`src/memsys_cfg.svh`:
```
`ifndef MEMSYS_CFG_SVH
`define MEMSYS_CFG_SVH

// bus widths
`define ADDR_W 32
`define DATA_W 32
`define STRB_W 4   // one enable per byte lane
`define RESP_W 2

// sram depth in 32-bit words
`define MEM_WORDS 1024

// rdata after reset, a rv32 nop
`define NOP_WORD 32'h00000013

// axi response codes
`define RESP_OKAY 2'd0
`define RESP_SLVERR 2'd2

`endif

```
`src/memsys_pkg.sv`:
```
`include "memsys_cfg.svh"

package memsys_pkg;

    typedef logic [`ADDR_W-1:0] addr_t;  // byte address
    typedef logic [`DATA_W-1:0] data_t;
    typedef logic [`STRB_W-1:0] strb_t;
    typedef logic [`RESP_W-1:0] resp_t;

    typedef enum logic [1:0] {
        ARB_IDLE,
        ARB_BUSY,
        ARB_RELEASE
    } arb_state_t;

    typedef enum logic [1:0] {
        BRG_IDLE,
        BRG_ADDR,
        BRG_WAIT,
        BRG_DONE
    } brg_state_t;

    typedef enum logic [1:0] {
        SRAM_IDLE,
        SRAM_READ,
        SRAM_WRITE
    } sram_state_t;

endpackage

```
`src/memsys_arbiter.sv`:
```
module memsys_arbiter import memsys_pkg::*; (
    input  logic  clk,
    input  logic  rst_n,

    // instruction fetch client (read only)
    input  logic  if_req,
    input  addr_t if_addr,
    output logic  if_ack,
    output data_t if_rdata,
    output logic  if_err,

    // load/store client
    input  logic  ls_req,
    input  logic  ls_we,
    input  addr_t ls_addr,
    input  data_t ls_wdata,
    input  strb_t ls_strb,
    output logic  ls_ack,
    output data_t ls_rdata,
    output logic  ls_err,

    // towards the bridge
    output logic  bus_req,
    output logic  bus_we,
    output addr_t bus_addr,
    output data_t bus_wdata,
    output strb_t bus_strb,
    input  logic  bus_ack,
    input  data_t bus_rdata,
    input  logic  bus_err
);

    arb_state_t state;
    logic       sel_ls;   // current winner is load/store
    logic       last_ls;  // who was served last
    logic       ack_q;
    data_t      rdata_q;
    logic       err_q;
    logic       win_req;

    assign win_req = sel_ls ? ls_req : if_req;

    always_ff @(posedge clk) begin
        if (!rst_n) begin
            state   <= ARB_IDLE;
            sel_ls  <= 1'b0;
            last_ls <= 1'b1;  // fetch goes first on a tie
            ack_q   <= 1'b0;
            err_q   <= 1'b0;
        end else begin
            case (state)
                ARB_IDLE: begin
                    if (if_req && ls_req) begin
                        sel_ls  <= ~last_ls;
                        last_ls <= ~last_ls;
                        state   <= ARB_BUSY;
                    end else if (if_req || ls_req) begin
                        sel_ls  <= ls_req;
                        last_ls <= ls_req;
                        state   <= ARB_BUSY;
                    end
                end
                ARB_BUSY: begin
                    if (bus_ack) begin
                        rdata_q <= bus_rdata;
                        err_q   <= bus_err;
                        ack_q   <= 1'b1;
                        state   <= ARB_RELEASE;
                    end
                end
                ARB_RELEASE: begin
                    if (!win_req) begin
                        ack_q <= 1'b0;
                    end
                    // bridge must also be back to idle
                    if (!ack_q && !bus_ack) begin
                        state <= ARB_IDLE;
                    end
                end
                default: state <= ARB_IDLE;
            endcase
        end
    end

    assign bus_req   = (state == ARB_BUSY);
    assign bus_we    = sel_ls & ls_we;
    assign bus_addr  = sel_ls ? ls_addr : if_addr;
    assign bus_wdata = sel_ls ? ls_wdata : '0;
    assign bus_strb  = sel_ls ? ls_strb : '0;

    // response goes to the winner only
    assign if_ack   = ack_q & ~sel_ls;
    assign ls_ack   = ack_q & sel_ls;
    assign if_rdata = sel_ls ? '0 : rdata_q;
    assign ls_rdata = sel_ls ? rdata_q : '0;
    assign if_err   = err_q & ~sel_ls;
    assign ls_err   = err_q & sel_ls;

    // new grant only once the bridge has dropped its ack
    a_bus_idle: assert property (@(posedge clk) disable iff (!rst_n)
        $rose(bus_req) |-> !bus_ack);

endmodule

```
`config.mk`:
```
export PLATFORM = sky130hd
export DESIGN_NAME = memsys_arbiter
export DESIGN_NICKNAME = d
export VERILOG_FILES = /design/src/memsys_pkg.sv /design/src/memsys_arbiter.sv
export VERILOG_INCLUDE_DIRS = /design/src
export SDC_FILE = /design/constraint.sdc
export NUM_CORES = 1
export LEC_CHECK = 0
export CORE_AREA = 2 2 106 108
export DETAILED_ROUTE_END_ITERATION = 10
export DIE_AREA = 0 0 108 110
export DONT_BUFFER_PORTS = 1
export GPL_TIMING_DRIVEN = 0
export PLACE_DENSITY = 0.33
export SLEW_MARGIN = 20
export SYNTH_ARGS = -nofsm -noshare
export SYNTH_HDL_FRONTEND = slang
export SYNTH_SLANG_ARGS = --single-unit
```
`constraint.sdc`:
```
create_clock -name clk -period 2.5 [get_ports clk]
set_input_delay 0.5 -clock clk [delete_from_list [all_inputs] [get_ports clk]]
set_output_delay 0.5 -clock clk [all_outputs]
set_load 0.05 [all_outputs]
```
Yosys cells after proc, flatten, opt, wreduce, memory -nomap -nowiden. Cells that the tools add are included.

RAM bits: 0. Output and inout port bits: 138. Memories kept: 0. Bits in read-only memories: 0. Flip-flop bits (word level): 38. Bits in latches: 0. Bits of input ports: 139. Word-level logic and storage cells: 48.

Multiplexer cells: 16. $lt $le $gt $ge: 0. Multiply operators: 0. $add $sub $neg: 0. Shift-type cells: 0. Divide/modulo/power cells: 0. Reduce and logical (&&, ||, !) cells: 13. Bitwise gates (word level): 7. Eq/ne operators: 6.

Operators by type and width (number): two-way mux 32 bit (4); AND reduction 3 bit (3); two-way mux 2 bit (4); one-hot mux 2 bit (3 select lines) (1); bitwise AND 1 bit (5); two-way mux 1 bit (5); two-way mux 4 bit (1); != test 2 bit (second input constant) (2); AND reduction 2 bit (2); nonzero test 2 bit (2); != test 3 bit (second input constant) (1); equality test 2 x 1 -> 1 bit (second input constant) (1); equality test 2 bit (second input constant) (1); logical AND 1 bit (2); zero test 1 bit (2); zero test 2 bit (1); != test 2 x 1 -> 1 bit (second input constant) (1); inverter 1 bit (2); one-hot mux 1 bit (2 select lines) (1); logical OR 1 bit (1).

Longest topological paths before layout.
Depth after elaboration: 4. Depth in mapped cells: 3. Gate-level depth less buffers: 3.

Worst setup path before layout. OpenSTA, ideal clock, no wires.

Path type: input port to flip-flop. From: in bus_ack. To: reg rdata_q[0] (enable). Stages: 2. Buffers on the path: 0. Data required time: 2079 ps. Library setup time: 421 ps. Arrival: 2013 ps. Path slack: 66 ps. Cell sequence: nand3b_1 nor2_1.

Cells in the longest elaborated chain, start to end: 1.

RTL lines: start, declared (RTL line memsys_arbiter.sv:28) `input logic bus_ack,`; AND reduction 3 bit (no line); end signal, assigned (RTL line memsys_arbiter.sv:65) `rdata_q <= bus_rdata;`; end, declared (RTL line memsys_arbiter.sv:37) `data_t rdata_q;`.

Every way passes these cells. A chain may end at the register's enable or synchronous reset.

Worst setup path in the final report.
From: reg sel_ls. To: out if_rdata[4].

Cells in the longest elaborated chain, start to end: 1.

RTL lines: start, declared (RTL line memsys_arbiter.sv:34) `logic sel_ls;`; start signal, assigned (RTL line memsys_arbiter.sv:54) `sel_ls <= ~last_ls;`; start signal, assigned (RTL line memsys_arbiter.sv:58) `sel_ls <= ls_req;`; two-way mux 32 bit (RTL line memsys_arbiter.sv:94) `assign if_rdata = sel_ls ? '0 : rdata_q;`; end, declared (RTL line memsys_arbiter.sv:9) `output data_t if_rdata,`.

Every way passes these cells.

==> load_flow_metrics.sql <==
INSERT INTO impl_metrics (metric_group, metric, value, unit) VALUES
('synth', 'yosysUniqueCellTypes', '23', ''),
('hold_path', 'hold_path.startpoint', 'bus_rdata[13]', ''),
('pwr', 'power_leakage', '0.000996', 'µW'),
('placement', 'finalWeightedCongestion', '0.706', ''),
('worst_setup_path', 'critical_path.max_stage_delay', '0.77', 'ns'),
('synth', 'synth-warning-count', '0', ''),
('grt', 'grt_start_max_net_pins', '21', ''),
('sta', 'fin_crit', '2.33', 'ns'),
('worst_setup_path', 'cp_num_buf_inv', '2', ''),
('detailed_routing', 'ant_nets', '0', ''),
('pwr', 'powerDensity', '752', 'nW/µm²'),
('clocking', 'worst_skew_pair_later_pin_latency', '0.29', 'ns'),
('pwr', 'irDropWorstVdd', '231', 'µV'),
('worst_setup_path', 'crit_arrival', '1.83', 'ns'),
('detailed_routing', 'avgRoutedWirePerCell', '19.8', 'µm'),
('placement', 'dpl.hpwl', '6000', 'µm'),
('synth', 'synth_fp_nets', '354', ''),
('grt', 'globalRouteTotalUtil', '11.1', '%'),
('grt', 'via_count_of_the_first_global_routing_pass', '1683', ''),
('worst_setup_path', 'crit-reg2reg-capture', 'rdata_q[4]', ''),
('synth', 'synth_cells', '215', ''),
('sta', 'achievable-frequency', '429', 'MHz'),
('sta', 'setup_ws', '0.167', 'ns'),
('grt', 'global_route.overflow_total', '0', ''),
('die', 'ios', '277', ''),
('hold_path', 'hp-class', 'input pin to register', ''),
('cells_and_area', 'layout.cells.non_filler', '367', ''),
('clocking', 'cts_hold_buffers', '0', ''),
('cells_and_area', 'most_common_library_cell_in_the_layout_ignoring_fill_and_taps', 'and2_1', ''),
('worst_setup_path', 'regToRegSetupSlack', '0.85', 'ns'),
('synth', 'synth-seq-area-share', '45.2', '%'),
('clocking', 'cts_inserted_buffers', '5', ''),
('worst_setup_path', 'path_delay_family', 'simple AND/OR/NAND/NOR gates', ''),
('synth', 'synth_flop_type', 'edfxtp_1', ''),
('synth', 'syn_avg_cell_area', '11.1', 'µm²'),
('placement', 'placement.io_buffers', '0', ''),
('worst_setup_path', 'critical_path_peak_fanout', '10', ''),
('die', 'coreArea', '10700', 'µm²'),
('die', 'std_cell_rows', '38', ''),
('clocking', 'clock_tree_root', 'clkbuf_8', ''),
('worst_setup_path', 'cp_common_cell', 'buf_2', ''),
('detailed_routing', 'route.detailed.vias_per_inst', '4.42', ''),
('clocking', 'post_cts.repair.setup_buffers', '0', ''),
('job', 'max_cap_viol_count', '0', ''),
('sta', 'fin_crit_sh', '93.3', '%'),
('die', 'initial_core_util', '22.3', '%'),
('worst_setup_path', 'cp-start-kind', 'register', ''),
('sta', 'total_setup_violations_reported_at_the_end_of_the_flow', '0', ''),
('synth', 'synthDominantCellAreaShare', '40.2', '%'),
('placement', 'place_ws', '0.427', 'ns'),
('clocking', 'cts_tree', 'done', ''),
('grt', 'grt_antenna_before_repair', '4', ''),
('worst_setup_path', 'timing_worst_setup_path_type', 'register to output pin', ''),
('worst_setup_path', 'worst_endpoint_required_time', '2.00', 'ns'),
('synth', 'synth-edff-count', '32', ''),
('cells_and_area', 'final_net_count', '362', ''),
('run_status', 'run_status', 'completed', ''),
('synth', 'asyncSetResetFlopFracSynth', '0', '%'),
('sta', 'grt_setup_unrepaired', 'false', ''),
('worst_setup_path', 'worst_path_max_delay_cell', 'nor2b_1', ''),
('placement', 'post_place_instance_area', '2600', 'µm²'),
('hold_path', 'holdPathEnd', 'rdata_q[13]', ''),
('detailed_routing', 'remaining_drc_errors', '0', ''),
('synth', 'synth-seq-cells', '38', ''),
('die', 'fp.dieArea', '11900', 'µm²'),
('clocking', 'cts_resized', '0', ''),
('clocking', 'cts_buffer_depth', '2', ''),
('cells_and_area', 'final_core_utilization', '25.4', '%'),
('synth', 'netlist_top_cells_area', 'edfxtp_1, and2_1, nor2b_1', ''),
('sta', 'slew_hr', '32.4', '%'),
('sta', 'slew_viol_final', '0', '');
-- state kept, by name, indices dropped and copies added, names as in the netlist --
signal	cells
last_ls	1
ack_q	1
err_q	1
sel_ls	1
state	2
rdata_q	32
-- stage by stage --
stage,power [µW],TNS [ns]
final,2040,0
after global routing,2140,0
after floorplan,1470,0
after global placement,1540,-30.30
after detailed placement,1540,0
after CTS,2090,0
-- worst max-delay path by stage --
stage / start / end / slack, ns / cells after the start
after floorplan: bus_ack / rdata_q[0] / 0.07 / 2
after global placement: bus_ack / rdata_q[6] / -0.95 / 2
after detailed placement: sel_ls / if_rdata[10] / 0.43 / 3
after CTS: sel_ls / if_rdata[10] / 0.1 / 3
after global routing: sel_ls / if_rdata[8] / 0.05 / 3
final: sel_ls / if_rdata[4] / 0.17 / 3
-- layer usage --
metal / routed length (µm) / global-route usage (%) / up-vias / part of all wire, %
li1: - / - / 737 / -
met3: 841 / 5.06 / 8 / 12
met5: 0 / 0 / - / 0
met1: 2620 / 11.9 / 739 / 36
met2: 3660 / 19.3 / 139 / 50
met4: 148 / 3.85 / 0 / 2.0
-- synthesized netlist by cell type, types with 2 or more instances --
| cell | count |
|---|---|
| and2_1 | 71 |
| and3_1 | 2 |
| buf_2 | 3 |
| buf_4 | 2 |
| buf_6 | 3 |
| clkbuf_2 | 7 |
| dfxtp_1 | 6 |
| edfxtp_1 | 32 |
| inv_1 | 2 |
| mux2_2 | 19 |
| mux2_4 | 14 |
| nand2_1 | 4 |
| nor2_1 | 3 |
| nor2b_1 | 35 |
| o21ai_0 | 4 |
-- cell families after synthesis --
logic type / Yosys count / share of synthesized area, %
mux: 33 / 17.7
buf+inv: 17 / 4.45
flops: 38 / 45.2
compound gates: 9 / 2.46
simple gates: 118 / 30.1
-- cell type report --
cell class,instances,area [µm²]
multi-input combinational,160,1210
timing repair buffer,1,27.5
antenna,3,7.51
tap,140,175
clock inverter,2,37.5
sequential,38,1080
fill,1136,7980
buffer,15,98.8
inverter,2,7.51
clock buffer,6,72.6
-- worst register-to-register path, stage by stage, from the launching register on --
cell,delay [ns]
dfxtp_1,0.44
nand3b_1,0.24
nor2_4,0.45
buf_16,0.22
-- where the power goes --
part | total [µW] | internal, µW | switching, µW
clock network | 526 | 298 | 228
logic | 790 | 142 | 648
registers | 727 | 712 | 15.0
total | 2040 | 1150 | 891
(Power assumes the default switching activity.)
