## src/memsys_cfg.svh

```systemverilog
`ifndef MEMSYS_CFG_SVH
`define MEMSYS_CFG_SVH

// bus widths
`define ADDR_W 32
`define DATA_W 32
`define STRB_W 4   // one enable per byte lane
`define RESP_W 2

// sram depth in 32-bit words
`define MEM_WORDS 1024

// rdata after reset, a rv32 nop
`define NOP_WORD 32'h00000013

// axi response codes
`define RESP_OKAY 2'd0
`define RESP_SLVERR 2'd2

`endif

```

## src/memsys_pkg.sv

```systemverilog
`include "memsys_cfg.svh"

package memsys_pkg;

    typedef logic [`ADDR_W-1:0] addr_t;  // byte address
    typedef logic [`DATA_W-1:0] data_t;
    typedef logic [`STRB_W-1:0] strb_t;
    typedef logic [`RESP_W-1:0] resp_t;

    typedef enum logic [1:0] {
        ARB_IDLE,
        ARB_BUSY,
        ARB_RELEASE
    } arb_state_t;

    typedef enum logic [1:0] {
        BRG_IDLE,
        BRG_ADDR,
        BRG_WAIT,
        BRG_DONE
    } brg_state_t;

    typedef enum logic [1:0] {
        SRAM_IDLE,
        SRAM_READ,
        SRAM_WRITE
    } sram_state_t;

endpackage

```

## src/axil_master_bridge.sv

```systemverilog
`include "memsys_cfg.svh"

module axil_master_bridge import memsys_pkg::*; (
    input  logic  clk,
    input  logic  rst_n,

    // four-phase side from the arbiter
    input  logic  bus_req,
    input  logic  bus_we,
    input  addr_t bus_addr,
    input  data_t bus_wdata,
    input  strb_t bus_strb,
    output logic  bus_ack,
    output data_t bus_rdata,
    output logic  bus_err,

    // AR
    output addr_t araddr,
    output logic  arvalid,
    input  logic  arready,
    // R
    input  data_t rdata,
    input  resp_t rresp,
    input  logic  rvalid,
    output logic  rready,
    // AW
    output addr_t awaddr,
    output logic  awvalid,
    input  logic  awready,
    // W
    output data_t wdata,
    output strb_t wstrb,
    output logic  wvalid,
    input  logic  wready,
    // B
    input  resp_t bresp,
    input  logic  bvalid,
    output logic  bready
);

    brg_state_t state;
    logic       we_q;
    addr_t      addr_q;
    data_t      wdata_q;
    strb_t      strb_q;
    logic       aw_done;
    logic       w_done;

    // a channel is finished once its valid is gone or being taken
    assign aw_done = !awvalid || awready;
    assign w_done  = !wvalid || wready;

    always_ff @(posedge clk) begin
        if (!rst_n) begin
            state   <= BRG_IDLE;
            we_q    <= 1'b0;
            arvalid <= 1'b0;
            awvalid <= 1'b0;
            wvalid  <= 1'b0;
            bus_ack <= 1'b0;
            bus_err <= 1'b0;
        end else begin
            case (state)
                BRG_IDLE: begin
                    if (bus_req) begin
                        we_q    <= bus_we;
                        addr_q  <= bus_addr;
                        wdata_q <= bus_wdata;
                        strb_q  <= bus_strb;
                        arvalid <= ~bus_we;
                        awvalid <= bus_we;   // aw and w go out together
                        wvalid  <= bus_we;
                        state   <= BRG_ADDR;
                    end
                end
                BRG_ADDR: begin
                    if (we_q) begin
                        if (awvalid && awready) begin
                            awvalid <= 1'b0;
                        end
                        if (wvalid && wready) begin
                            wvalid <= 1'b0;
                        end
                        if (aw_done && w_done) begin
                            state <= BRG_WAIT;
                        end
                    end else if (arready) begin
                        arvalid <= 1'b0;
                        state   <= BRG_WAIT;
                    end
                end
                BRG_WAIT: begin
                    if (rvalid && rready) begin
                        bus_rdata <= rdata;
                        bus_err   <= (rresp != `RESP_OKAY);
                        bus_ack   <= 1'b1;
                        state     <= BRG_DONE;
                    end else if (bvalid && bready) begin
                        bus_rdata <= '0;
                        bus_err   <= (bresp != `RESP_OKAY);
                        bus_ack   <= 1'b1;
                        state     <= BRG_DONE;
                    end
                end
                BRG_DONE: begin
                    if (!bus_req) begin
                        bus_ack <= 1'b0;
                        state   <= BRG_IDLE;
                    end
                end
                default: state <= BRG_IDLE;
            endcase
        end
    end

    assign araddr = addr_q;
    assign awaddr = addr_q;
    assign wdata  = wdata_q;
    assign wstrb  = strb_q;
    assign rready = (state == BRG_WAIT) && !we_q;
    assign bready = (state == BRG_WAIT) && we_q;

    a_ar_hold: assert property (@(posedge clk) disable iff (!rst_n)
        arvalid && !arready |=> arvalid && $stable(araddr));

endmodule

```

## config.mk

```make
export PLATFORM = sky130hd
export DESIGN_NAME = axil_master_bridge
export DESIGN_NICKNAME = d
export VERILOG_FILES = /design/src/memsys_pkg.sv /design/src/axil_master_bridge.sv
export VERILOG_INCLUDE_DIRS = /design/src
export SDC_FILE = /design/constraint.sdc
export NUM_CORES = 1
export LEC_CHECK = 0
export BUFFER_PORTS_ARGS = -buffer_cell sky130_fd_sc_hd__buf_4
export CORE_AREA = 2 2 106 108
export DETAILED_ROUTE_END_ITERATION = 8
export DIE_AREA = 0 0 108 110
export PLACE_DENSITY = 0.85
export SLEW_MARGIN = 25
export SYNTH_ARGS = -nofsm -noshare
export SYNTH_HDL_FRONTEND = slang
export SYNTH_SLANG_ARGS = --single-unit
```

## constraint.sdc

```tcl
create_clock -name clk -period 4.2 [get_ports clk]
set_clock_uncertainty 0.2 [all_clocks]
set_input_delay 0.21 -clock clk [delete_from_list [all_inputs] [get_ports clk]]
set_output_delay 0.21 -clock clk [all_outputs]
set_load 0.01 [all_outputs]
```

Word-level counts from Yosys, hierarchy flattened
Cells that the tools add are included.
{"block": "word_totals", "elab_cells": 79, "reg_bits": 108}
{"block": "classes", "reduce_logical": 27, "mux": 27, "bitwise": 1, "n_eq_ne": 13}
{"op": "$mux 32", "n": 2}
{"op": "$mux 2", "n": 7}
{"op": "$ne 2x2->1 const B", "n": 7}
{"op": "$mux 1", "n": 13}
{"op": "$reduce_and 4->1", "n": 3}
{"op": "$reduce_bool 2->1", "n": 5}
{"op": "$ne 3x3->1 const B", "n": 3}
{"op": "$reduce_and 3->1", "n": 3}
{"op": "$pmux 1 s2", "n": 4}
{"op": "$pmux 2 s4", "n": 1}
{"op": "$logic_and 1x1->1", "n": 7}
{"op": "$reduce_and 5->1", "n": 1}
{"op": "$eq 2x2->1 const B", "n": 2}
{"op": "$reduce_and 2->1", "n": 2}
{"op": "$logic_not 1->1", "n": 3}
{"op": "$eq 2x1->1 const B", "n": 1}
{"op": "$logic_not 2->1", "n": 1}
{"op": "$logic_or 1x1->1", "n": 2}
{"op": "$not 1->1", "n": 1}

Longest topological paths before layout
Gate-level depths: netlist of run 1.
{"block": "depth", "word_depth": 6, "ltp_mapped": 6, "mapped_depth_nobuf": 6}

Least setup slack after synthesis of run 1
OpenSTA, ideal clock, no wires.
{"block": "synth_path", "kind": "flip-flop to flip-flop", "startpoint": "register state[0]", "endpoint": "register awvalid", "slack_ns": -0.200, "arrival_time_ns": 4.141, "n_path_buf": 0, "period_less_slack_ns": 4.400, "stages_incl_launch_ff": 7, "setup_time_ns": 0.059, "t_required_ns": 3.941, "cell_sequence": "dfxtp_1 -> inv_1 -> ha_1 -> nand2_1 -> nor2_1 -> and3_1 -> a31o_1"}
{"block": "synth_between", "elab_chain_len": 3}
{"element": "start: declaration", "line": "axil_master_bridge.sv:41", "text": "brg_state_t state;"}
{"element": "start signal: assignment", "line": "axil_master_bridge.sv:55", "text": "state <= BRG_IDLE;"}
{"element": "start signal: assignment", "line": "axil_master_bridge.sv:73", "text": "state <= BRG_ADDR;"}
{"element": "start signal: assignment", "line": "axil_master_bridge.sv:85", "text": "state <= BRG_WAIT;"}
{"element": "$eq 2x1->1 or $logic_not 2->1 (tied branches)", "line": "axil_master_bridge.sv:63", "text": "case (state)"}
{"element": "$ne 2x2->1 (no source line) or $reduce_bool 2->1 (tied branches)"}
{"element": "$reduce_and 4->1 (no source line)"}
{"element": "end signal: assignment", "line": "axil_master_bridge.sv:71", "text": "awvalid <= bus_we;"}
{"element": "end: declaration", "line": "axil_master_bridge.sv:28", "text": "output logic awvalid,"}
Several ways; a longest one is shown, not always the timed one.
A chain may end at the register's enable or synchronous reset.

Worst setup path in the final report of run 1
{"block": "layout_path", "startpoint": "register state[0]", "endpoint": "register wvalid"}
{"block": "layout_between", "elab_chain_len": 3}
{"element": "$eq 2x1->1 or $logic_not 2->1 (tied branches)", "line": "axil_master_bridge.sv:63"}
{"element": "$ne 2x2->1 (no source line) or $reduce_bool 2->1 (tied branches)"}
{"element": "$reduce_and 4->1 (no source line)"}
{"element": "end signal: assignment", "line": "axil_master_bridge.sv:72", "text": "wvalid <= bus_we;"}
{"element": "end: declaration", "line": "axil_master_bridge.sv:33", "text": "output logic wvalid,"}
Several ways; a longest one is shown, not always the timed one.

==> key figures, run 1 <==
CTS
  – CTS root buf: clkbuf_8
  – H-tree Lvls: 3
  – Clk sink count: 108
  – CTS Buf Count: 9
  – CTS Buffer Depth: 2
  – Clock-pin slew on the worst setup and hold paths: 0.09 ns
  – Clock Latency Late Sink: 0.35 ns
  – Post-CTS sizing: 0
  – CTS tree: built

Die
  – Starting Density: 37.5%
  – Area of the core: 10,700 um2
  – Die ar.: 11,900 um2
  – Placement Rows: 38
  – Die Y: 110 um
  – I/O pins: 252
  – Chip width: 108 um

Logic synthesis
  – Post-Syn Instances: 230
  – Dominant synthesized flop cell: edfxtp_1
  – Leading area contributor after synthesis: edfxtp_1
  – Synthesized cell area: 4010 um2
  – Post-synthesis async set-or-reset flop share: 0%
  – Syn_area_per_cell: 17.4 um2
  – Area share of the largest cell type after synthesis: 74.9%
  – Largest cells by area after synthesis: edfxtp_1 75%, buf_4 6.0%, and2_1 5.1%
  – Syn_nets: 347
  – Top cells by instance count after synthesis: 100 x edfxtp_1, 33 x and2_1, 32 x buf_4
  – Synth warnings: 0
  – Number of flops mapped to enable cells by yosys: 100
  – Top-count cell post-synth: edfxtp_1
  – Synth Register Bits: 108
  – Yosys cell types: 33
  – Sequential area share after synthesis: 78.9%

Drt
  – DR WL met2: 6480 um
  – 1st-pass router iterations: 6
  – Final ANT Viol Nets: 0
  – Met1 Routed Length: 3880 um
  – Vias/cell: 4.44
  – Drt total wl: 11,600 um
  – Top routing layer in use: met4
  – Iter 0 DRT Violations: 88
  – Per-cell routed wire length: 16.4 um
  – Metal3 WL: 996 um
  – DR DRC count: 0
  – Via count: 3,142

Timing
  – Worst-Margin Slew: 0.931 ns
  – RSZ-0062 raised after global routing: no
  – Final hold vios: 0
  – F_max: 378 MHz
  – Tmin final: 2.65 ns
  – Setup TNS Final: 0 ns
  – Final setup vio count: 0
  – Slew headroom: 37.8%
  – Fin crit share: 63.0%
  – Max Slew Vio Count: 0

Worst setup path
  – Critical R2R Launch: state[0]
  – Crit end category: register
  – R2R depth: 7
  – WP data required: 4.30 ns
  – CP max FO: 35
  – R2r setup slk: 1.55 ns
  – Worst Setup Start Kind: register
  – Crit path from: state[0]
  – Crit path kind: reg2reg
  – Critical R2R Capture: wvalid
  – CP endpoint: wvalid
  – Critical Path AT: 2.75 ns

Placed design
  – Placed wire-length estimate: 7530 um
  – GP Congestion: 0.782
  – Port Buffers: 251

Global routing
  – Global-route usage over all layers: 18.7%
  – Vias in the first global route: 3,329
  – Global-route wire length before repair: 16,600 um
  – Largest net degree at the start of global routing: 36
  – Initial antenna violation count: 0
  – GR Overflow Total: 0

Hold path
  – Min-delay worst type: in2reg

Flow run
  – Max-Cap Viols: 0

Cells and area
  – Share of cells above drive strength 1: 49.0%
  – Fillers: 712
  – Layout Nets: 681
  – Number of diodes: 0
  – Area growth from synthesis to layout: 77.6%

Power and ir drop
  – Total Power: 2.80 mW
  – Cell area power density: 393 nW/um2
  – Maximum VDD drop: 0.205 mV
  – LEAKAGE: 3.02 nW

Run status
  – Status: completed
kinds of logic (layout without fill, tap and decap cells):
| group | Yosys count | in the layout | synth area share, % |
|---|---|---|---|
| muxes | 3 | 3 | 0.874 |
| DFF | 108 | 108 | 78.9 |
| buffers and inverters | 43 | 380 | 7.30 |
| AOI/OAI and AO/OA | 19 | 19 | 3.43 |
| and+or+nand+nor | 53 | 53 | 8.24 |
| adders and majority gates | 4 | 4 | 1.25 |
critical path, stage by stage (launching register included):
cell     delay, ns
dfxtp_1       0.35
inv_1         0.10
ha_1          0.25
nand2_1       0.18
nor2_4        0.74
buf_4         0.44
and3_1        0.24
a31o_1        0.11
through the flow:
step / cells / hold slack (ns) / util, % / setup slack, ns / area (um2)
floorplan: 230 / 0.109 / - / 0.979 / 4010
global placement: 587 / 0.188 / 54.5 / 1.69 / 5830
detailed placement: 587 / 0.190 / 54.5 / 1.50 / 5830
CTS: 706 / 0.0288 / 66.5 / 1.35 / 7110
global route: 707 / 0.0492 / 66.6 / 1.30 / 7120
finish: 707 / 0.0531 / 66.6 / 1.55 / 7120
worst min-delay path by stage:
stage / end / cells after the start / slack (ns) / startpoint
2_1_floorplan: araddr[0] / 0 / 0.11 / bus_addr[0]
3_5_place_dp: wdata[3] / 1 / 0.19 / bus_wdata[3]
5_1_grt: wvalid / 3 / 0.05 / wready
6_report: wvalid / 3 / 0.05 / wready
3_3_place_gp: wdata[18] / 1 / 0.19 / bus_wdata[18]
4_1_cts: awvalid / 3 / 0.03 / awready
layout make-up:
type                       count  area, um2  area share (%)
timing repair buffer         359       2960            41.6
inverter                       7       26.3           0.369
multi-input combinational     79        568            7.98
clock inverter                 5        103            1.44
tap                          140        175            2.46
sequential                   108       3160            44.4
clock buffer                   9        124            1.74
layer usage:
metal / global-route usage, % / up-vias
met1: 19.1 / 1495
met5: 0 / -
li1: - / 1458
met4: 8.61 / 0
met2: 35.1 / 167
met3: 5.70 / 22
layout by cell type (no fill, tap or decap), types with 2 or more instances in the layout:
cell type and count:
a21oi_1 4, a31o_1 2, and2_1 33, buf_4 253, bufinv_16 3, clkbuf_8 9, dfxtp_1 8, dlygate4sd3_1 105
edfxtp_1 100, ha_1 4, inv_1 6, mux2i_1 2, nand2_1 7, nand2b_1 2, nor2_4 3, o21ai_0 5
report_power, final:
| group | total, mW | internal (mW) | leakage [nW] | switching, mW |
|---|---|---|---|---|
| combinational | 0.702 | 0.371 | 1.92 | 0.332 |
| clock | 0.719 | 0.389 | 0.111 | 0.330 |
| sequential | 1.38 | 1.32 | 0.993 | 0.0559 |
registers in the layout, summed over array words and instances (netlist names):
| signal | count |
|---|---|
| bus_err | 1 |
| state | 2 |
| wdata | 32 |
| we_q | 1 |
| arvalid | 1 |
| awvalid | 1 |
| bus_rdata | 32 |
| wstrb | 4 |
| wvalid | 1 |
| araddr | 32 |
| bus_ack | 1 |
repair_timing:
| action | in CTS | in global routing |
|---|---|---|
| buffers inserted | 0 | 0 |
| hold buffers | 105 | 0 |
| hold endpoints to repair | 108 | 0 |
Power figures use the tool's default switching activity.
==> run 2, diff against run 1 <==
--- a/config.mk
+++ b/config.mk
@@ -6,10 +6,11 @@
 export SDC_FILE = /design/constraint.sdc
 export NUM_CORES = 1
 export LEC_CHECK = 0
+export ABC_AREA = 1
 export BUFFER_PORTS_ARGS = -buffer_cell sky130_fd_sc_hd__buf_4
-export CORE_AREA = 2 2 106 108
+export CORE_AREA = 2 2 107 109
 export DETAILED_ROUTE_END_ITERATION = 8
-export DIE_AREA = 0 0 108 110
+export DIE_AREA = 0 0 109 111
 export PLACE_DENSITY = 0.85
 export SLEW_MARGIN = 25
 export SYNTH_ARGS = -nofsm -noshare
==> constraint.sdc (replaced) <==
create_clock -name clk -period 2.4 [get_ports clk]
set_clock_uncertainty 0.2 [all_clocks]
set_input_delay 0.12 -clock clk [delete_from_list [all_inputs] [get_ports clk]]
set_output_delay 0.12 -clock clk [all_outputs]
set_load 0.01 [all_outputs]
==> run 2 against run 1 <==
- sequential power is 77% higher
- critical endpoint is now bus_err
- design area rose by 2.0%
- hold slack improved by 0.016 ns
==> key figures, run 2 <==
CTS
  – CTS tree: built
  – CTS Buffer Depth: 2 (unchanged)
  – CTS Buf Count: 9 (unchanged)
  – Clock-pin slew on the worst setup and hold paths: 0.06 ns (-0.03 ns)
  – H-tree Lvls: 3 (unchanged)
  – Clock Latency Late Sink: 0.34 ns (about the same)
  – Clk sink count: 108 (unchanged)
  – CTS root buf: clkbuf_16

Timing
  – Slew headroom: 78.9% (+41 points)
  – F_max: 445 MHz (+18%)
  – Setup TNS Final: 0 ns (unchanged)
  – Tmin final: 2.25 ns (-0.398 ns)
  – RSZ-0062 raised after global routing: no
  – Max Slew Vio Count: 0 (unchanged)
  – Fin crit share: 93.7% (+31 points)
  – Worst-Margin Slew: 0.316 ns (-0.615 ns)
  – Final setup vio count: 0 (unchanged)
  – Final hold vios: 0 (unchanged)

Drt
  – Drt total wl: 12,300 um (+6.0%)
  – Vias/cell: 4.39 (-1.3%)
  – Metal3 WL: 1050 um (+5.8%)
  – DR DRC count: 0 (unchanged)
  – Top routing layer in use: met4
  – Final ANT Viol Nets: 0 (unchanged)
  – 1st-pass router iterations: 5 (-1)
  – Per-cell routed wire length: 16.0 um (-2.3%)
  – Iter 0 DRT Violations: 178 (+100%)
  – Via count: 3,365 (+7.1%)
  – DR WL met2: 6820 um (+5.4%)
  – Met1 Routed Length: 4100 um (+5.7%)

Worst setup path
  – Critical Path AT: 2.29 ns (-0.46 ns)
  – Critical R2R Launch: state[0]
  – CP max FO: 6 (-83%)
  – Crit end category: register
  – Worst Setup Start Kind: register
  – Crit path kind: reg2reg
  – Crit path from: state[0]
  – WP data required: 2.44 ns (-1.86 ns)

Placed design
  – Port Buffers: 251 (unchanged)
  – GP Congestion: 0.834 (+6.7%)
  – Placed wire-length estimate: 7860 um (+4.4%)

Cells and area
  – Area growth from synthesis to layout: 79.7%
  – Number of diodes: 0 (unchanged)
  – Layout Nets: 736 (+8.1%)
  – Commonest non-fill, non-tap cell in the layout: buf_4
  – Share of cells above drive strength 1: 44.1% (-5.0 points)
  – Most frequent cells in the layout: 254 x buf_4, 106 x dlygate4sd3_1, 100 x edfxtp_1
  – Fillers: 779 (+9.4%)

Die
  – I/O pins: 252 (unchanged)
  – Die Y: 111 um (+0.91%)
  – Area of the core: 11,100 um2 (+3.5%)
  – Placement Rows: 39 (+2.6%)
  – Die ar.: 12,100 um2 (+1.8%)
  – Chip width: 109 um (+0.93%)
  – Starting Density: 36.5% (-1.0 points)

Global routing
  – GR Overflow Total: 0 (unchanged)
  – Largest net degree at the start of global routing: 48 (+33%)
  – Initial antenna violation count: 0 (unchanged)
  – Global-route wire length before repair: 18,400 um (+11%)
  – Vias in the first global route: 3,548 (+6.6%)
  – Global-route usage over all layers: 20.6% (+1.8 points)

Logic synthesis
  – Yosys cell types: 20 (-39%)
  – Top cells by instance count after synthesis: 100 x edfxtp_1, 47 x inv_1, 44 x nor2_1
  – Dominant synthesized flop cell: edfxtp_1
  – Largest family of logic cells by synthesized area: buffers and inverters
  – Post-synthesis async set-or-reset flop share: 0% (unchanged)
  – Top-count cell post-synth: edfxtp_1
  – Largest cells by area after synthesis: edfxtp_1 74%, buf_4 6.1%, inv_1 4.4%
  – Post-synthesis mux area share: 0% (-0.87 points)
  – Leading area contributor after synthesis: edfxtp_1
  – Post-synthesis simple-gate area fraction: 7.46% (-0.78 points)
  – Synthesized cell area: 4040 um2 (+0.78%)
  – Post-synthesis compound-gate area fraction: 2.04% (-1.4 points)
  – Synth warnings: 0 (unchanged)
  – Syn_area_per_cell: 14.3 um2 (-18%)
  – Synth Register Bits: 108 (unchanged)
  – Area share of the largest cell type after synthesis: 74.3% (-0.58 points)
  – Number of flops mapped to enable cells by yosys: 100 (unchanged)
  – XOR/XNOR share of the synthesized area: 0% (unchanged)
  – Syn_nets: 399 (+15%)
  – Post-Synth Adder-Cell Area: 1.24% (-0.0097 points)
  – Sequential area share after synthesis: 78.3% (-0.61 points)
  – Post-Syn Instances: 282 (+23%)

Run status
  – Status: completed

Power and ir drop
  – Cell area power density: 720 nW/um2 (+83%)
  – Total Power: 5.23 mW (+87%)
  – Maximum VDD drop: 0.466 mV (+130%)
  – LEAKAGE: 3.28 nW (+8.4%)

Hold path
  – Min-delay worst type: in2reg
  – Hold Path Origin: rvalid

Flow run
  – Max-Cap Viols: 0 (unchanged)
## run 2: changes by cell type in the layout (fill, tap and decap cells not counted), moves of 3 or more
cell	delta
nand3_1	+3
nand2_1	+13
clkbuf_8	-9
inv_1	+41
nor2_1	+41
clkbuf_16	+9
and2_1	-33
## run 2: what timing repair did
item                                   CTS  global route
hold buffers                           106             0
buffers inserted                         0             0
resized for setup                        0             1
setup endpoints to repair                0             1
endpoints found under the hold margin  108             0
## run 2: final timing paths
| check | end | slack (ns) | cells past startpoint |
|---|---|---|---|
| setup / recovery | bus_err | 0.15 | 10 |
| hold / removal | bus_ack | 0.07 | 5 |
| setup reg to reg | bus_err | 0.15 | 10 |
| hold reg to reg | arvalid | 0.29 | 2 |
## run 2: worst max-delay path, stage by stage, from the launching register on
cell and delay (ns):
dfxtp_1 0.33, inv_1 0.11, ha_1 0.31, nand3_1 0.15, nand2_1 0.13, inv_1 0.08
nand2_1 0.08, o211ai_1 0.08, nand2_1 0.08, dlygate4sd3_1 0.55, inv_1 0.04
## run 2: logic make-up (layout without fill, tap and decap cells)
logic type / Yosys count / count (layout)
AOI/OAI and AO/OA: 14 / 14
adders and majority gates: 4 / 4
buffers and inverters: 84 / 426
DFF: 108 / 108
and+or+nand+nor: 72 / 72
## run 2: layout make-up
| cell class | count | area [um2] | area share (%) |
|---|---|---|---|
| inverter | 48 | 180 | 2.48 |
| timing repair buffer | 362 | 3000 | 41.3 |
| sequential | 108 | 3160 | 43.6 |
| clock buffer | 10 | 229 | 3.15 |
| tap | 143 | 179 | 2.46 |
| multi-input combinational | 90 | 449 | 6.19 |
| clock inverter | 6 | 62.6 | 0.861 |
## run 2: per-stage QoR
step	hold WS (ns)	std cells	setup slack (ns)	utilization, %	instance area, um2
6_report	0.0695	767	0.152	65.6	7260
5_1_grt	0.0933	767	0.00950	65.6	7260
4_1_cts	0.0550	767	0.115	65.5	7260
3_5_place_dp	0.0993	645	0.413	53.3	5910
3_3_place_gp	0.0981	645	0.516	53.3	5910
2_1_floorplan	0.0176	282	0.0259	-	4050
## run 2: power by group
group          switching [mW]  leakage [nW]  internal [mW]
sequential              0.106         0.991           2.33
combinational           0.686          2.15          0.660
clock                   0.638         0.137          0.808
## run 2: per-layer routing
layer,track usage (%),vias to the layer above
li1,-,1576
met1,20.2,1586
met2,38.8,174
met3,6.06,29
met4,8.80,0
met5,0,-
==> run 3, diff against run 2 <==
--- a/config.mk
+++ b/config.mk
@@ -6,11 +6,11 @@
 export SDC_FILE = /design/constraint.sdc
 export NUM_CORES = 1
 export LEC_CHECK = 0
-export ABC_AREA = 1
+export ABC_AREA = 0
 export BUFFER_PORTS_ARGS = -buffer_cell sky130_fd_sc_hd__buf_4
-export CORE_AREA = 2 2 107 109
+export CORE_AREA = 2 2 106 108
 export DETAILED_ROUTE_END_ITERATION = 8
-export DIE_AREA = 0 0 109 111
+export DIE_AREA = 0 0 108 110
 export PLACE_DENSITY = 0.85
 export SLEW_MARGIN = 25
 export SYNTH_ARGS = -nofsm -noshare
==> run 3 against run 2 <==
- via count is 6.2% lower
- register-to-register slack got worse by 0.07 ns
- maximum frequency decreased by 2.9%
- clock power decreased by 33%
- power shrank 9.4%
- critical path depth decreased by 6
- sequential cell count stayed put
- critical path type unchanged
- critical endpoint unchanged
- largest cell class unchanged
- highest routed layer unchanged
==> key figures, run 3 (synthesis results as in run 1) <==
Drt
  – 1st-pass router iterations: 4 (-1)
  – DR WL met2: 6250 um (-8.4%)
  – DR DRC count: 0 (unchanged)
  – Top routing layer in use: met4
  – Drt total wl: 11,800 um (-4.4%)
  – Met1 Routed Length: 4070 um (-0.73%)
  – Per-cell routed wire length: 16.4 um (+2.1%)
  – Final ANT Viol Nets: 0 (unchanged)
  – Vias/cell: 4.40 (+0.22%)
  – Via count: 3,157 (-6.2%)
  – Metal3 WL: 1220 um (+16%)
  – Iter 0 DRT Violations: 113 (-37%)

Global routing
  – GR Overflow Total: 0 (unchanged)
  – Initial antenna violation count: 0 (unchanged)
  – Vias in the first global route: 3,282 (-7.5%)
  – Global-route usage over all layers: 18.6% (-2.0 points)
  – Global-route wire length before repair: 16,400 um (-11%)
  – Largest net degree at the start of global routing: 40 (-17%)

Cells and area
  – Share of cells above drive strength 1: 50.2% (+6.1 points)
  – Number of diodes: 0 (unchanged)
  – Commonest non-fill, non-tap cell in the layout: buf_4
  – Most frequent cells in the layout: 255 x buf_4, 111 x dlygate4sd3_1, 100 x edfxtp_1
  – Final std cells w/o fill: 718 (-6.4%)
  – Final Util: 67.2% (+1.7 points)
  – Area growth from synthesis to layout: 79.4%
  – Layout Nets: 690 (-6.3%)

Power and ir drop
  – Gate power share: 28.3% (+2.6 points)
  – LEAKAGE: 3.03 nW (-7.4%)
  – Seq pwr share: 51.1% (+4.5 points)
  – P_sw: 1.32 mW (-7.5%)
  – Cell-internal power: 3.42 mW (-10%)
  – Cell area power density: 659 nW/um2 (-8.6%)
  – Total Power: 4.74 mW (-9.4%)
  – Clock power frac: 20.5% (-7.1 points)
  – Maximum VDD drop: 0.483 mV (+3.7%)
  – Switching Share: 27.9% (+0.57 points)

Timing
  – F_max: 432 MHz (-2.9%)
  – Max Slew Vio Count: 0 (unchanged)
  – Worst-Margin Slew: 0.416 ns (+0.0997 ns)
  – Fin crit share: 96.4% (+2.8 points)
  – Slew headroom: 72.3% (-6.6 points)
  – RSZ-0062 raised after global routing: no
  – Final setup vio count: 0 (unchanged)
  – Final hold vios: 0 (unchanged)
  – Tmin final: 2.31 ns (+0.0667 ns)
  – Setup TNS Final: 0 ns (unchanged)

Die
  – Starting Density: 37.5% (+1.0 points)
  – Placement Rows: 38 (-2.6%)
  – Chip width: 108 um (-0.92%)
  – I/O pins: 252 (unchanged)
  – Area of the core: 10,700 um2 (-3.4%)
  – Die ar.: 11,900 um2 (-1.8%)
  – Die Y: 110 um (-0.90%)

CTS
  – H-tree Lvls: 3 (unchanged)
  – Clock-pin slew on the worst setup and hold paths: 0.10 ns (+0.04 ns)
  – Clock Latency Late Sink: 0.36 ns (+0.02 ns)
  – Clk sink count: 108 (unchanged)
  – CTS Buf Count: 9 (unchanged)
  – CTS root buf: clkbuf_8
  – CTS tree: built
  – Setup Fix Bufs, Post-CTS: 0 (unchanged)
  – CTS Buffer Depth: 2 (unchanged)

Worst setup path
  – Worst Setup Start Kind: register
  – CP max FO: 8 (+2)
  – Crit end category: register
  – Critical Path AT: 2.42 ns (+0.13 ns)
  – Crit path kind: reg2reg
  – WP data required: 2.51 ns (+0.07 ns)

Hold path
  – Min-delay worst type: in2reg

Placed design
  – Placed wire-length estimate: 7440 um (-5.4%)
  – Port Buffers: 251 (unchanged)
  – GP Congestion: 0.799 (-4.2%)
  – Dpl cells: 591 (-8.4%)

Flow run
  – Max-Cap Viols: 0 (unchanged)

Run status
  – Status: completed
==> run 3: metrics by stage <==
step / setup WS [ns] / hold WS [ns] / area [um2]
floorplan: 0.00449 / 0.0189 / 4040
global placement: 0.605 / 0.0982 / 5890
detailed placement: 0.544 / 0.0993 / 5890
CTS: 0.0132 / 0.0274 / 7170
global route: 0.0144 / 0.0461 / 7190
finish: 0.0852 / 0.0400 / 7190
==> run 3: per-layer routing <==
layer / vias up / global-route usage (%)
li1: 1482 / -
met1: 1476 / 18.6
met2: 180 / 34.7
met3: 19 / 7.88
met4: 0 / 6.41
met5: - / 0
==> run 3: power by group through the flow <==
stage                     sequential, mW  combinational [mW]  clock [mW]
after floorplan                     2.52               0.531           0
after global placement              2.44                1.11           0
after detailed placement            2.45                1.15           0
after CTS                           2.41                1.31       0.999
after global routing                2.44                1.43        1.07
final                               2.42                1.34       0.974
==> run 3: final cells by class <==
cell class                      count  area (um2)
Clock buffer                       10         128
Tap cell                          140         175
Clock inverter                      6        41.3
Timing Repair Buffer              368        3060
Multi-Input combinational cell     79         601
Inverter                            7        26.3
Fill cell                         728        3500
Sequential cell                   108        3170
==> run 3: worst max-delay path, stage by stage (launching register included) <==
cell and delay [ns]:
dfxtp_1 0.54, o2111ai_1 0.18, dlygate4sd3_1 0.60, a31oi_1 0.17, dlygate4sd3_1 0.57
==> run 3: path summary, 6_finish.rpt <==
check	to	start	slack [ns]	depth (start not counted)
setup / recovery	bus_err	we_q	0.09	4
hold / removal	state[1]	arready	0.04	4
setup reg to reg	bus_err	we_q	0.09	4
hold reg to reg	arvalid	arvalid	0.28	2
==> run 3: timing repair <==
action	4_1_cts	5_1_grt
resized for setup	0	5
hold buffers	111	0
endpoints found under the setup margin	0	3
hold endpoints to repair	108	0
